--- src/uprocPkg.sv ---
// Shared definitions for the debug port and memory bus of the 16-bit processor.
// Imported by the TAP, the JTAG port, the memory controller and the testbench.
package uprocPkg;

    // TAP controller states, usual 4-bit encoding.
    typedef enum logic [3:0] {
        TAP_EXIT2_DR   = 4'h0,
        TAP_EXIT1_DR   = 4'h1,
        TAP_SHIFT_DR   = 4'h2,
        TAP_PAUSE_DR   = 4'h3,
        TAP_SELECT_IR  = 4'h4,
        TAP_UPDATE_DR  = 4'h5,
        TAP_CAPTURE_DR = 4'h6,
        TAP_SELECT_DR  = 4'h7,
        TAP_EXIT2_IR   = 4'h8,
        TAP_EXIT1_IR   = 4'h9,
        TAP_SHIFT_IR   = 4'hA,
        TAP_PAUSE_IR   = 4'hB,
        TAP_IDLE       = 4'hC,
        TAP_UPDATE_IR  = 4'hD,
        TAP_CAPTURE_IR = 4'hE,
        TAP_RESET      = 4'hF
    } tapState_t;

    // JTAG instructions. Codes 0 and 6 behave as BYPASS.
    typedef enum logic [2:0] {
        IDCODE = 3'd1,
        ADDR   = 3'd2,
        WRITE  = 3'd3,
        READ   = 3'd4,
        CTRL   = 3'd5,
        BYPASS = 3'd7
    } jtagInstr_t;

    // One data register word, seen as SRAM data or as the control word.
    typedef union packed {
        logic [15:0] raw;
        struct packed {
            logic [13:0] reserved;
            logic        enSPIRelay;
            logic        enPaused;
        } ctrl;
    } jtagWord_t;

    // Identification value returned under IDCODE.
    localparam logic [15:0] ID_CODE = 16'h5A11;

    // Top address byte of the mapped region.
    localparam logic [7:0] MAP_PAGE = 8'hFF;

endpackage

--- src/jtagPort.sv ---
// JTAG instruction and data registers on top of the TAP state.
// Sequences SRAM writes and reads, holds the control word, relays pins to SPI.
`timescale 1ns/100ps

module jtagPort #(
    parameter int addrWidth = 16,
    parameter int dataWidth = 16
) (
    input  logic                 clk,
    input  logic                 rstN,
    input  logic                 tck,
    input  logic                 tckRise,
    input  logic                 tdi,
    input  uprocPkg::tapState_t  state,
    output logic                 tdo,
    output logic [addrWidth-1:0] sramAddr,
    output logic [dataWidth-1:0] sramWrData,
    output logic                 sramWr,
    output logic                 sramEn,
    input  logic [dataWidth-1:0] sramRdData,
    output logic                 enPaused,
    output logic                 enSPIRelay,
    output logic                 spiSck,
    output logic                 spiSdo,
    input  logic                 spiSdi,
    output logic                 spiScs
);

    import uprocPkg::*;

    jtagInstr_t instr;
    logic [2:0] irShift;
    jtagWord_t  dataReg;
    logic       bypassReg;
    logic       stepped;
    logic       tckPrev;
    logic       tdoReg;
    logic       tdoNext;
    logic       updateEntry;
    logic       irEntry;

    // The data register is one JTAG word wide.
    if (dataWidth != $bits(jtagWord_t) || addrWidth != $bits(jtagWord_t)) begin : gWidthCheck
        $error("jtagPort expects 16-bit address and data");
    end

    // Unused codes fall back to BYPASS.
    function automatic jtagInstr_t decodeInstr(input logic [2:0] code);
        case (code)
            3'd1:    decodeInstr = IDCODE;
            3'd2:    decodeInstr = ADDR;
            3'd3:    decodeInstr = WRITE;
            3'd4:    decodeInstr = READ;
            3'd5:    decodeInstr = CTRL;
            default: decodeInstr = BYPASS;
        endcase
    endfunction

    ////////////////////////////////////////////////////////////
    // Step tracking and TDO timing.
    ////////////////////////////////////////////////////////////

    // High in the first cycle of each new TAP state.
    assign updateEntry = stepped && (state == TAP_UPDATE_DR);
    assign irEntry     = stepped && (state == TAP_UPDATE_IR);

    // TDO moves after a falling TCK.
    always_ff @(posedge clk or negedge rstN) begin
        if (!rstN) begin
            stepped <= 1'b0;
            tckPrev <= 1'b0;
            tdoReg  <= 1'b0;
        end else begin
            stepped <= tckRise;
            tckPrev <= tck;
            if (tckPrev && !tck) begin
                tdoReg <= tdoNext;
            end
        end
    end

    // Bit presented while shifting.
    always_comb begin
        if (state == TAP_SHIFT_IR) begin
            tdoNext = irShift[0];
        end else if (state == TAP_SHIFT_DR && instr == BYPASS) begin
            tdoNext = bypassReg;
        end else if (state == TAP_SHIFT_DR) begin
            tdoNext = dataReg.raw[0];
        end else begin
            tdoNext = 1'b0;
        end
    end

    ////////////////////////////////////////////////////////////
    // Instruction register.
    ////////////////////////////////////////////////////////////

    always_ff @(posedge clk or negedge rstN) begin
        if (!rstN) begin
            irShift <= 3'b001;
            instr   <= IDCODE;
        end else if (state == TAP_RESET) begin
            instr <= IDCODE;
        end else if (irEntry) begin
            instr <= decodeInstr(irShift);
        end else if (tckRise && state == TAP_CAPTURE_IR) begin
            irShift <= 3'b001;
        end else if (tckRise && state == TAP_SHIFT_IR) begin
            // LSB first.
            irShift <= {tdi, irShift[2:1]};
        end
    end

    ////////////////////////////////////////////////////////////
    // Data and bypass registers.
    ////////////////////////////////////////////////////////////

    // Capture on the rise that leaves Capture-DR.
    always_ff @(posedge clk) begin
        if (tckRise && state == TAP_CAPTURE_DR) begin
            bypassReg <= 1'b0;
            case (instr)
                IDCODE: dataReg.raw <= ID_CODE;
                ADDR:   dataReg.raw <= sramAddr;
                READ:   dataReg.raw <= sramRdData;
                CTRL: begin
                    dataReg.ctrl.reserved   <= '0;
                    dataReg.ctrl.enSPIRelay <= enSPIRelay;
                    dataReg.ctrl.enPaused   <= enPaused;
                end
                default: ;
            endcase
        end else if (tckRise && state == TAP_SHIFT_DR) begin
            bypassReg   <= tdi;
            dataReg.raw <= {tdi, dataReg.raw[15:1]};
        end
    end

    // Address pointer and control word, acted on at Update-DR entry.
    always_ff @(posedge clk or negedge rstN) begin
        if (!rstN) begin
            sramAddr   <= '0;
            enPaused   <= 1'b0;
            enSPIRelay <= 1'b0;
        end else if (updateEntry) begin
            case (instr)
                ADDR:        sramAddr <= dataReg.raw;
                // Post-increment after each access.
                WRITE, READ: sramAddr <= sramAddr + addrWidth'(1);
                CTRL: begin
                    enPaused   <= dataReg.ctrl.enPaused;
                    enSPIRelay <= dataReg.ctrl.enSPIRelay;
                end
                default: ;
            endcase
        end
    end

    ////////////////////////////////////////////////////////////
    // SRAM request and SPI relay.
    ////////////////////////////////////////////////////////////

    // Write strobe for one cycle; read enable across Capture-DR.
    assign sramWr     = updateEntry && (instr == WRITE);
    assign sramEn     = sramWr || (instr == READ && state == TAP_CAPTURE_DR);
    assign sramWrData = dataReg.raw;

    // Host talks to the EEPROM through the JTAG pins.
    assign spiSck = enSPIRelay & tck;
    assign spiSdo = enSPIRelay & tdi;
    assign spiScs = ~enSPIRelay;
    assign tdo    = enSPIRelay ? spiSdi : tdoReg;

    // A write is always enabled and never repeats on the next cycle.
    assert property (@(posedge clk) disable iff (!rstN)
        sramWr |-> sramEn ##1 !sramWr)
        else $error("jtagPort write strobe malformed");

endmodule

--- src/jtagTap.sv ---
// IEEE 1149.1 TAP controller, stepped by the synchronized TCK rise pulse.
// The current state feeds the JTAG port registers.
`timescale 1ns/100ps

module jtagTap (
    input  logic                clk,
    input  logic                rstN,
    input  logic                tckRise,
    input  logic                tms,
    output uprocPkg::tapState_t state
);

    import uprocPkg::*;

    tapState_t nextState;

    ////////////////////////////////////////////////////////////
    // Next state.
    ////////////////////////////////////////////////////////////

    // Standard sixteen-state graph.
    // TMS high five times lands in reset from anywhere.
    always_comb begin
        case (state)
            TAP_RESET:      nextState = tms ? TAP_RESET     : TAP_IDLE;
            TAP_IDLE:       nextState = tms ? TAP_SELECT_DR : TAP_IDLE;
            // Data register column.
            TAP_SELECT_DR:  nextState = tms ? TAP_SELECT_IR : TAP_CAPTURE_DR;
            TAP_CAPTURE_DR: nextState = tms ? TAP_EXIT1_DR  : TAP_SHIFT_DR;
            TAP_SHIFT_DR:   nextState = tms ? TAP_EXIT1_DR  : TAP_SHIFT_DR;
            TAP_EXIT1_DR:   nextState = tms ? TAP_UPDATE_DR : TAP_PAUSE_DR;
            TAP_PAUSE_DR:   nextState = tms ? TAP_EXIT2_DR  : TAP_PAUSE_DR;
            TAP_EXIT2_DR:   nextState = tms ? TAP_UPDATE_DR : TAP_SHIFT_DR;
            TAP_UPDATE_DR:  nextState = tms ? TAP_SELECT_DR : TAP_IDLE;
            // Instruction register column.
            TAP_SELECT_IR:  nextState = tms ? TAP_RESET     : TAP_CAPTURE_IR;
            TAP_CAPTURE_IR: nextState = tms ? TAP_EXIT1_IR  : TAP_SHIFT_IR;
            TAP_SHIFT_IR:   nextState = tms ? TAP_EXIT1_IR  : TAP_SHIFT_IR;
            TAP_EXIT1_IR:   nextState = tms ? TAP_UPDATE_IR : TAP_PAUSE_IR;
            TAP_PAUSE_IR:   nextState = tms ? TAP_EXIT2_IR  : TAP_PAUSE_IR;
            TAP_EXIT2_IR:   nextState = tms ? TAP_UPDATE_IR : TAP_SHIFT_IR;
            TAP_UPDATE_IR:  nextState = tms ? TAP_SELECT_DR : TAP_IDLE;
            default:        nextState = TAP_RESET;
        endcase
    end

    ////////////////////////////////////////////////////////////
    // State register.
    ////////////////////////////////////////////////////////////

    // Moves only on the cycle that carries tckRise.
    always_ff @(posedge clk or negedge rstN) begin
        if (!rstN) begin
            state <= TAP_RESET;
        end else if (tckRise) begin
            state <= nextState;
        end
    end

    // State holds a known legal code out of reset.
    assert property (@(posedge clk) disable iff (!rstN)
        !$isunknown(state) && (state inside {[TAP_EXIT2_DR:TAP_RESET]}))
        else $error("jtagTap left the legal state set");

endmodule

--- src/memoryController.sv ---
// Chooses the SRAM bus owner among boot, JTAG and processor.
// Splits the selected address into RAM and the mapped page. Purely combinational.
`timescale 1ns/100ps

module memoryController #(
    parameter int addrWidth = 16
) (
    input  logic [addrWidth-1:0] procAddr,
    input  logic                 procWr,
    input  logic                 procEn,
    input  logic [addrWidth-1:0] jtagAddr,
    input  logic                 jtagWr,
    input  logic                 jtagEn,
    input  logic [addrWidth-1:0] bootAddr,
    input  logic                 bootWr,
    input  logic                 bootEn,
    input  logic                 isPaused,
    input  logic                 isBooted,
    output logic [addrWidth-1:0] busAddr,
    output logic                 busWr,
    output logic                 busRamEn,
    output logic                 busMapEn
);

    import uprocPkg::*;

    logic busEn;
    logic isMapPage;

    always_comb begin
        // Boot first, then a paused JTAG host, else the processor.
        if (!isBooted) begin
            busAddr = bootAddr;
            busWr   = bootWr;
            busEn   = bootEn;
        end else if (isPaused) begin
            busAddr = jtagAddr;
            busWr   = jtagWr;
            busEn   = jtagEn;
        end else begin
            busAddr = procAddr;
            busWr   = procWr;
            busEn   = procEn;
        end

        // Top byte picks the region.
        isMapPage = (busAddr[addrWidth-1 -: 8] == MAP_PAGE);
        busRamEn  = busEn && !isMapPage;
        busMapEn  = busEn && isMapPage;

        assert (!(busRamEn && busMapEn))
            else $error("memoryController enabled RAM and mapped region together");
    end

endmodule

--- src/pinSynch.sv ---
// Brings the asynchronous JTAG pins into the clk domain.
// Lanes are {TCK, TDI, TMS}; also emits a one-cycle pulse on each TCK rise.
`timescale 1ns/100ps

module pinSynch #(
    parameter int numStages = 2
) (
    input  logic       clk,
    input  logic       rstN,
    input  logic [2:0] pinIn,
    output logic [2:0] pinOut,
    output logic       tckRise
);

    logic tckPrev;

    // One flop chain per pin lane.
    for (genvar lane = 0; lane < 3; lane++) begin : gLane
        logic [numStages-1:0] chain;

        always_ff @(posedge clk or negedge rstN) begin
            if (!rstN) begin
                chain <= '0;
            end else begin
                chain <= {chain[numStages-2:0], pinIn[lane]};
            end
        end

        assign pinOut[lane] = chain[numStages-1];
    end

    // Edge detect on the synchronized TCK lane.
    // Pulse is registered, so it trails pinOut by one cycle.
    always_ff @(posedge clk or negedge rstN) begin
        if (!rstN) begin
            tckPrev <= 1'b0;
            tckRise <= 1'b0;
        end else begin
            tckPrev <= pinOut[2];
            tckRise <= pinOut[2] & ~tckPrev;
        end
    end

endmodule

--- src/uProc.sv ---
// Top of the debug and memory-bus corner of the microprocessor.
// JTAG pins pass a synchronizer to the TAP and JTAG port; the memory
// controller drives the SRAM pins. The SRAM data pad tristate is external.
`timescale 1ns/100ps

module uProc #(
    parameter int addrWidth = 16,
    parameter int dataWidth = 16,
    parameter int numStages = 2
) (
    input  logic                 clk,
    input  logic                 rstN,
    // JTAG pins.
    input  logic                 jtagTCK,
    input  logic                 jtagTDI,
    input  logic                 jtagTMS,
    output logic                 jtagTDO,
    // SPI EEPROM pins.
    output logic                 spiSCK,
    output logic                 spiSDO,
    output logic                 spiSCS,
    input  logic                 spiSDI,
    // SRAM pins.
    output logic [addrWidth-1:0] sramAddr,
    output logic                 sramWr,
    output logic                 sramEn,
    output logic [dataWidth-1:0] sramWrData,
    output logic                 sramOe,
    input  logic [dataWidth-1:0] sramRdData,
    // Processor and boot requests.
    input  logic [addrWidth-1:0] procAddr,
    input  logic                 procWr,
    input  logic                 procEn,
    input  logic [addrWidth-1:0] bootAddr,
    input  logic                 bootWr,
    input  logic                 bootEn,
    input  logic                 isBooted,
    output logic                 busMapEn
);

    import uprocPkg::*;

    ////////////////////////////////////////////////////////////
    // Wires.
    ////////////////////////////////////////////////////////////

    // Lanes are {TCK, TDI, TMS}.
    logic [2:0]           synchIn;
    logic [2:0]           synchOut;
    logic                 tckRise;
    tapState_t            tapState;
    logic [addrWidth-1:0] jtagAddr;
    logic                 jtagWr;
    logic                 jtagEn;
    logic                 jtagPaused;

    assign synchIn = {jtagTCK, jtagTDI, jtagTMS};

    ////////////////////////////////////////////////////////////
    // Instances.
    ////////////////////////////////////////////////////////////

    pinSynch #(
        .numStages(numStages)
    ) uPinSynch (
        .clk     (clk),
        .rstN    (rstN),
        .pinIn   (synchIn),
        .pinOut  (synchOut),
        .tckRise (tckRise)
    );

    jtagTap uJtagTap (
        .clk     (clk),
        .rstN    (rstN),
        .tckRise (tckRise),
        .tms     (synchOut[0]),
        .state   (tapState)
    );

    // Debug access port.
    jtagPort #(
        .addrWidth(addrWidth),
        .dataWidth(dataWidth)
    ) uJtagPort (
        .clk        (clk),
        .rstN       (rstN),
        .tck        (synchOut[2]),
        .tckRise    (tckRise),
        .tdi        (synchOut[1]),
        .state      (tapState),
        .tdo        (jtagTDO),
        .sramAddr   (jtagAddr),
        .sramWrData (sramWrData),
        .sramWr     (jtagWr),
        .sramEn     (jtagEn),
        .sramRdData (sramRdData),
        .enPaused   (jtagPaused),
        .enSPIRelay (),
        .spiSck     (spiSCK),
        .spiSdo     (spiSDO),
        .spiSdi     (spiSDI),
        .spiScs     (spiSCS)
    );

    // Bus owner select and address decode.
    memoryController #(
        .addrWidth(addrWidth)
    ) uMemoryController (
        .procAddr (procAddr),
        .procWr   (procWr),
        .procEn   (procEn),
        .jtagAddr (jtagAddr),
        .jtagWr   (jtagWr),
        .jtagEn   (jtagEn),
        .bootAddr (bootAddr),
        .bootWr   (bootWr),
        .bootEn   (bootEn),
        .isPaused (jtagPaused),
        .isBooted (isBooted),
        .busAddr  (sramAddr),
        .busWr    (sramWr),
        .busRamEn (sramEn),
        .busMapEn (busMapEn)
    );

    // Drive the data pads whenever the bus writes.
    assign sramOe = sramWr;

endmodule

--- config.mk ---
export PLATFORM = sky130hd
export DESIGN_NAME = uProc
export DESIGN_NICKNAME = d
export VERILOG_FILES = /design/src/uprocPkg.sv /design/src/jtagPort.sv /design/src/jtagTap.sv /design/src/memoryController.sv /design/src/pinSynch.sv /design/src/uProc.sv
export SDC_FILE = /design/constraint.sdc
export NUM_CORES = 1
export LEC_CHECK = 0
export BUFFER_PORTS_ARGS = -buffer_cell sky130_fd_sc_hd__buf_4
export CORE_MARGIN = 1
export CORE_UTILIZATION = 50
export DETAILED_ROUTE_END_ITERATION = 8
export MAX_ROUTING_LAYER = met4
export PLACE_DENSITY = 0.79
export SLEW_MARGIN = 20
export SYNTH_ARGS = -nofsm -noshare
export SYNTH_HDL_FRONTEND = slang
export SYNTH_SLANG_ARGS = --single-unit
--- constraint.sdc ---
create_clock -name clk -period 8.7 [get_ports clk]
set_clock_uncertainty 0.05 [all_clocks]
set_input_delay 1.305 -clock clk [delete_from_list [all_inputs] [get_ports clk]]
set_output_delay 1.305 -clock clk [all_outputs]
set_load 0.01 [all_outputs]
* Word level (Yosys, flattened, before mapping)
Cells that the tools add are included.
** Word-level totals
- Bits in registers :: 55
- Input bits :: 59
- Output and inout port bits :: 40
- Word-level logic and storage cells :: 111
** Operators by class
- Add/subtract/negate cells :: 1
- Equality and inequality tests :: 28
- Multiplexer cells :: 32
- Bitwise logic cells :: 7
- Reductions and logical operators :: 28
** Operator list (count)
- 16-bit two-way mux :: 4
- 16-bit case mux with 4 select lines :: 1
- 4-bit case mux with 12 select lines :: 1
- 4-bit == test (second input constant) :: 8
- 16-bit case mux with 2 select lines :: 1
- 3-bit two-way mux :: 8
- 16-bit by 1-bit adder with 16-bit output (second input constant) :: 1
- 4-bit by 3-bit == test with 1-bit output (second input constant) :: 4
- 3-bit == test (second input constant) :: 5
- 3-bit case mux with 5 select lines :: 1
- 3-bit by 2-bit == test with 1-bit output (second input constant) :: 4
- 1-bit logical AND :: 12
- 2-bit two-way mux :: 6
- 1-bit two-way mux :: 9
- 4-bit by 2-bit == test with 1-bit output (second input constant) :: 2
- 8-bit == test (second input constant) :: 1
- 2-bit nonzero test :: 4
- 3-bit by 1-bit == test with 1-bit output (second input constant) :: 2
- 2-bit AND reduction :: 3
- 2-bit OR reduction :: 3
- 5-bit != test (second input constant) :: 1
- 4-bit by 1-bit == test with 1-bit output (second input constant) :: 1
- 4-bit logical NOT :: 1
- 4-bit two-way mux :: 1
- other kinds (6) :: 12

* Depth between registers and ports, before layout
- Depth after elaboration :: 7
- Gate-level depth with buffers :: 7

* By module
Synthesis repeated with hierarchy kept, for this count alone.
** Unflattened totals
- Cell total of the unflattened synthesis :: 392
- Area total of the unflattened synthesis :: 3634.7 um2
** By module, submodules not included
- jtagPort :: instances 1, cells each 293, area an instance 2656.3 um2
- memoryController :: instances 1, cells each 63, area an instance 478.0 um2
- jtagTap :: instances 1, cells each 23, area an instance 256.5 um2
- pinSynch :: instances 1, cells each 12, area an instance 236.5 um2
- uProc :: instances 1, cells each 1, area an instance 7.5 um2

* Worst setup path before layout
OpenSTA, ideal clock, no wires.
- Path type :: input-to-output
- Start :: input isBooted
- End :: output busMapEn
- Arrival :: 2535 ps
- Setup slack :: 4810 ps
- Stages :: 4
- Path buffers :: 1
- Path through :: buf_2 > mux2i_1 > or4_1 > a211oi_1
** On the way
- Word-level cells in the longest chain between the ends :: 3
- Elaborated cells between the ends (all ways) :: 4
- Those cells by class :: 1 x eq/ne; 2 x mux; 1 x reduce/logical
** Ends and longest elaborated chain
- from (decl) :: RTL line uProc.sv:37 : input logic isBooted,
- 16-bit two-way mux :: RTL line memoryController.sv:32 : if (!isBooted) begin
- 8-bit == test :: RTL line memoryController.sv:47 : isMapPage = (busAddr[addrWidth-1 -: 8] == MAP_PAGE);
- 1-bit logical AND (*) :: RTL line memoryController.sv:49 : busMapEn = busEn && isMapPage;
- to (decl) :: RTL line uProc.sv:38 : output logic busMapEn
Mark *: on every way between the ends. The rest lies on a longest branch, timed or not.

* Worst setup path in the final report
Same ends and word-level chain as after synthesis.

==> metrics.txt <==
# TYPE chip_impl_metric gauge
chip_impl_metric{name="total_leakage_power",unit="nW"} 1.858
chip_impl_info{name="rr_endpoint",value="uJtagPort.sramAddr[11]"} 1
chip_impl_metric{name="grt_antenna_before_repair",unit=""} 0
chip_impl_metric{name="ff2ff_path_depth",unit=""} 4
chip_impl_metric{name="routed_wl",unit="um"} 9480
chip_impl_info{name="cpMostUsedCell",value="sky130_fd_sc_hd__buf_4"} 1
chip_impl_info{name="rsz0062_at_grt",value="false"} 1
chip_impl_metric{name="cts.hold.buffers_added",unit=""} 0
chip_impl_info{name="dominantRegCellSynth",value="sky130_fd_sc_hd__dfrtp_1"} 1
chip_impl_metric{name="start_util",unit=""} 0.5190
chip_impl_metric{name="seq_area_frac_synth",unit=""} 0.4114
chip_impl_metric{name="max_freq",unit="GHz"} 0.2468
chip_impl_metric{name="cts-htree-levels",unit=""} 2
chip_impl_metric{name="flow.area_growth_from_synthesis",unit="%"} 22.79
chip_impl_metric{name="avgViaCountPerCell",unit=""} 5.991
chip_impl_info{name="tritoncts_clock_tree",value="done"} 1
chip_impl_metric{name="synth_area",unit="mm^2"} 0.003546
chip_impl_metric{name="clk_pin_slew_worst_paths",unit="ns"} 0.09
chip_impl_info{name="min-delay-path-class",value="reg -> reg"} 1
chip_impl_metric{name="hold-worst-slack",unit="ns"} 0.3066
chip_impl_metric{name="postCtsSetupRepairBufs",unit=""} 0
chip_impl_metric{name="timing.critical_path.required",unit="ns"} 7.34
chip_impl_metric{name="drt.antenna.violating_nets",unit=""} 0
chip_impl_metric{name="final_hold_viol_count",unit=""} 0
chip_impl_metric{name="cts-buffers-inserted",unit=""} 5
chip_impl_metric{name="grt_util_all_layers",unit=""} 0.2705
chip_impl_metric{name="synth-async-reset-ratio",unit=""} 0.6909
chip_impl_metric{name="ioPinCount",unit=""} 99
chip_impl_metric{name="post_route_cells_drive_above_1_share",unit=""} 0.2813
chip_impl_metric{name="placed_area",unit="mm^2"} 0.004237
chip_impl_info{name="worst_hold_path.endpoint",value="uPinSynch.gLane[1].chain[1]"} 1
chip_impl_metric{name="finish.cell_count_without_fillers",unit=""} 551
chip_impl_metric{name="place.port_buffers",unit=""} 98
chip_impl_metric{name="crit_fanout",unit=""} 28
chip_impl_metric{name="via_count_of_the_first_global_routing_pass",unit=""} 2972
chip_impl_metric{name="final_design_area_no_fill",unit="mm^2"} 0.004354
chip_impl_metric{name="drtPass1Iterations",unit=""} 6
chip_impl_info{name="timing.critical_path.cells",value="buf_4 -> mux2i_1 -> or4_1 -> a211oi_1 -> buf_4"} 1
chip_impl_metric{name="vias",unit=""} 3301
chip_impl_metric{name="final_nets",unit=""} 516
chip_impl_metric{name="synth_nets",unit=""} 444
chip_impl_metric{name="die_area",unit="mm^2"} 0.007432
chip_impl_metric{name="remaining_drc_errors",unit=""} 0
chip_impl_metric{name="gp_routability_congestion",unit=""} 0.8547
chip_impl_metric{name="fp.dieW",unit="um"} 86.21
chip_impl_metric{name="worst_hold_path.num_cells",unit=""} 0
chip_impl_metric{name="setup_violations",unit=""} 0
chip_impl_info{name="worst_hold_startpoint",value="uPinSynch.gLane[1].chain[0]"} 1
chip_impl_metric{name="core-area",unit="mm^2"} 0.006832
chip_impl_info{name="run_status",value="finished clean"} 1
chip_impl_metric{name="drv.max_cap_violation_count",unit=""} 0
chip_impl_info{name="cts_root_buffer",value="sky130_fd_sc_hd__clkbuf_8"} 1
chip_impl_metric{name="first_iter_violations",unit=""} 450
chip_impl_metric{name="cts.sink_count",unit=""} 55
chip_impl_metric{name="setup-tns-final",unit="ns"} 0
chip_impl_info{name="worst_path_dominant_cell_family",value="simple AND/OR/NAND/NOR gates"} 1
chip_impl_metric{name="dpl.cell_count",unit=""} 543
chip_impl_metric{name="cts_resized",unit=""} 0
chip_impl_metric{name="synth-warning-count",unit=""} 0
chip_impl_info{name="crit_reg_reg_startpoint",value="uJtagPort.instr[1]"} 1
chip_impl_metric{name="grt_first_pass_wirelength",unit="um"} 15100
chip_impl_metric{name="avgRoutedWirePerCell",unit="um"} 17.21
chip_impl_metric{name="irDropWorstVdd",unit="V"} 0.0001157
chip_impl_metric{name="final_core_occ",unit=""} 0.6374
chip_impl_metric{name="cp_num_buf_inv",unit=""} 2
chip_impl_info{name="cpMaxStageDelayCell",value="sky130_fd_sc_hd__or4_1"} 1
chip_impl_metric{name="timing.critical_path.arrival",unit="ns"} 2.70
chip_impl_metric{name="syn_avg_cell_area",unit="um^2"} 9.282
chip_impl_metric{name="place_hpwl",unit="um"} 6884
chip_impl_info{name="worst-setup-path-type",value="in -> out"} 1
chip_impl_metric{name="synth_edf_count",unit=""} 16
chip_impl_metric{name="grt_max_degree",unit=""} 39
chip_impl_metric{name="drv_slew",unit=""} 0
chip_impl_metric{name="max-clock-path-buffers",unit=""} 2
chip_impl_metric{name="max-slew-margin-rel",unit=""} 0.2779
chip_impl_metric{name="synth_seq_cells",unit=""} 55
chip_impl_info{name="critical_path_capture_point_type",value="output port"} 1
chip_impl_metric{name="timing.final.crit_share",unit=""} 0.4658
chip_impl_metric{name="pwr_density_cell",unit="mW/mm^2"} 222.2
chip_impl_metric{name="r2r_setup_slack",unit="ns"} 5.93
chip_impl_metric{name="clk_latency",unit="ns"} 0.31
chip_impl_metric{name="antenna-diode-count",unit=""} 0
chip_impl_metric{name="postSynthCellCount",unit=""} 382
chip_impl_metric{name="rows",unit=""} 30
chip_impl_metric{name="final.min_clock_period",unit="ns"} 4.052
chip_impl_metric{name="fp.dieH",unit="um"} 86.21
chip_impl_info{name="critPathLaunchType",value="input port"} 1
chip_impl_metric{name="post_synth_cell_types",unit=""} 55
chip_impl_metric{name="overflow",unit=""} 0
chip_impl_metric{name="tightestPinTransition",unit="ns"} 1.078
chip_impl_metric{name="slowest_delay",unit="ns"} 0.56
-- worst register-to-register path: cells and delay by family (launching register included) --
family / cells / cell delay (ns)
compound gates: 3 / 1.15
flops: 1 / 0.61
simple gates: 1 / 0.81
-- sequential cells by signal (all words and copies together), names as in the netlist, 3 cells and up --
signal	flops
uJtagPort.irShift	3
uPinSynch.gLane.chain	6
uJtagPort.instr	3
uJtagTap.state	4
uJtagPort.sramAddr	16
uJtagPort.sramWrData	16
-- cell usage in the layout (no fill, tap or decap), types with 4 or more instances in the layout --
cell	n
sky130_fd_sc_hd__mux2i_1	21
sky130_fd_sc_hd__nor2b_1	12
sky130_fd_sc_hd__dfrtp_1	32
sky130_fd_sc_hd__clkbuf_8	6
sky130_fd_sc_hd__a22oi_1	15
sky130_fd_sc_hd__dfstp_2	6
sky130_fd_sc_hd__nand2_1	31
sky130_fd_sc_hd__a2bb2oi_1	9
sky130_fd_sc_hd__nor2_1	16
sky130_fd_sc_hd__mux2_2	13
sky130_fd_sc_hd__o211ai_1	8
sky130_fd_sc_hd__a21oi_1	24
sky130_fd_sc_hd__o31ai_1	12
sky130_fd_sc_hd__o22ai_1	11
sky130_fd_sc_hd__inv_1	17
sky130_fd_sc_hd__edfxtp_1	16
sky130_fd_sc_hd__o21ai_0	26
sky130_fd_sc_hd__and4_1	4
sky130_fd_sc_hd__nand2b_1	7
sky130_fd_sc_hd__nand3_1	10
sky130_fd_sc_hd__buf_4	98
sky130_fd_sc_hd__nand4_1	6
sky130_fd_sc_hd__and2_1	4
-- layout make-up --
cell class	count	area, um^2
clock buffers	6	82.58
clock inverters	2	35.03
fillers	592	2477
inverters	17	63.81
multi-input cells	277	1858
flip-flops and latches	55	1459
well taps	96	120.1
repair buffers	98	735.7
-- synthesized netlist by cell type (3+ instances only) --
cell,number,share of area
sky130_fd_sc_hd__buf_2,9,0.013
sky130_fd_sc_hd__clkbuf_1,18,0.019
sky130_fd_sc_hd__o22ai_1,11,0.019
sky130_fd_sc_hd__o21ai_0,26,0.037
sky130_fd_sc_hd__mux2_2,13,0.041
sky130_fd_sc_hd__mux2_1,3,0.0095
sky130_fd_sc_hd__nand4_1,6,0.011
sky130_fd_sc_hd__a31oi_1,3,0.0053
sky130_fd_sc_hd__ha_1,3,0.011
sky130_fd_sc_hd__inv_1,17,0.018
sky130_fd_sc_hd__nand3_1,10,0.014
sky130_fd_sc_hd__and3_1,3,0.0053
sky130_fd_sc_hd__and4_1,4,0.0099
sky130_fd_sc_hd__dfstp_2,6,0.044
sky130_fd_sc_hd__nand2_1,31,0.033
sky130_fd_sc_hd__and3b_1,3,0.0074
sky130_fd_sc_hd__nand3b_1,3,0.0064
sky130_fd_sc_hd__mux2i_1,21,0.059
sky130_fd_sc_hd__nor2_1,16,0.017
sky130_fd_sc_hd__a2bb2oi_1,9,0.022
sky130_fd_sc_hd__a22oi_1,15,0.032
sky130_fd_sc_hd__o31ai_1,12,0.025
sky130_fd_sc_hd__edfxtp_1,16,0.14
sky130_fd_sc_hd__and2_1,4,0.0071
sky130_fd_sc_hd__o211ai_1,8,0.017
sky130_fd_sc_hd__dfrtp_1,32,0.23
sky130_fd_sc_hd__nor2b_1,12,0.021
sky130_fd_sc_hd__nor3_1,3,0.0042
sky130_fd_sc_hd__buf_6,4,0.013
sky130_fd_sc_hd__nand2b_1,7,0.012
sky130_fd_sc_hd__a21oi_1,24,0.034
sky130_fd_sc_hd__o21ai_1,3,0.0042
sky130_fd_sc_hd__a211oi_1,3,0.0064
-- kinds of logic after synthesis --
family          synth area share
compound gates            0.2325
mux                       0.1101
flops                     0.4114
xor+xnor                0.002470
simple gates              0.1673
fa+ha+maj                0.01059
buf+inv                  0.06563
-- metal layers --
layer,GRT usage,vias to the layer above,wire [um]
li1,-,1569,-
met3,0.05333,7,947
met1,0.3910,1539,4288
met5,-,-,0
met2,0.3939,186,4182
met4,0.06212,0,62
-- how the worst max path moves through the flow --
stage,from,endpoint,slack [ns],cells after the start
floorplan,isBooted,busMapEn,4.81,4
global placement,isBooted,busMapEn,4.70,5
detailed placement,isBooted,busMapEn,4.63,5
CTS,isBooted,busMapEn,4.63,5
global route,isBooted,busMapEn,4.54,5
finish,isBooted,busMapEn,4.65,5
-- through the flow --
step | total power [mW] | setup slack (ns)
global placement | 0.7763 | 4.700
floorplan | 0.6636 | 4.810
detailed placement | 0.7871 | 4.627
CTS | 0.9649 | 4.629
finish | 0.9675 | 4.648
global route | 1.025 | 4.537
-- where the power goes --
part / switching, mW / internal [mW]
combinational: 0.174 / 0.152
clock: 0.0826 / 0.0932
sequential: 0.130 / 0.336
(Power assumes the default switching activity.)
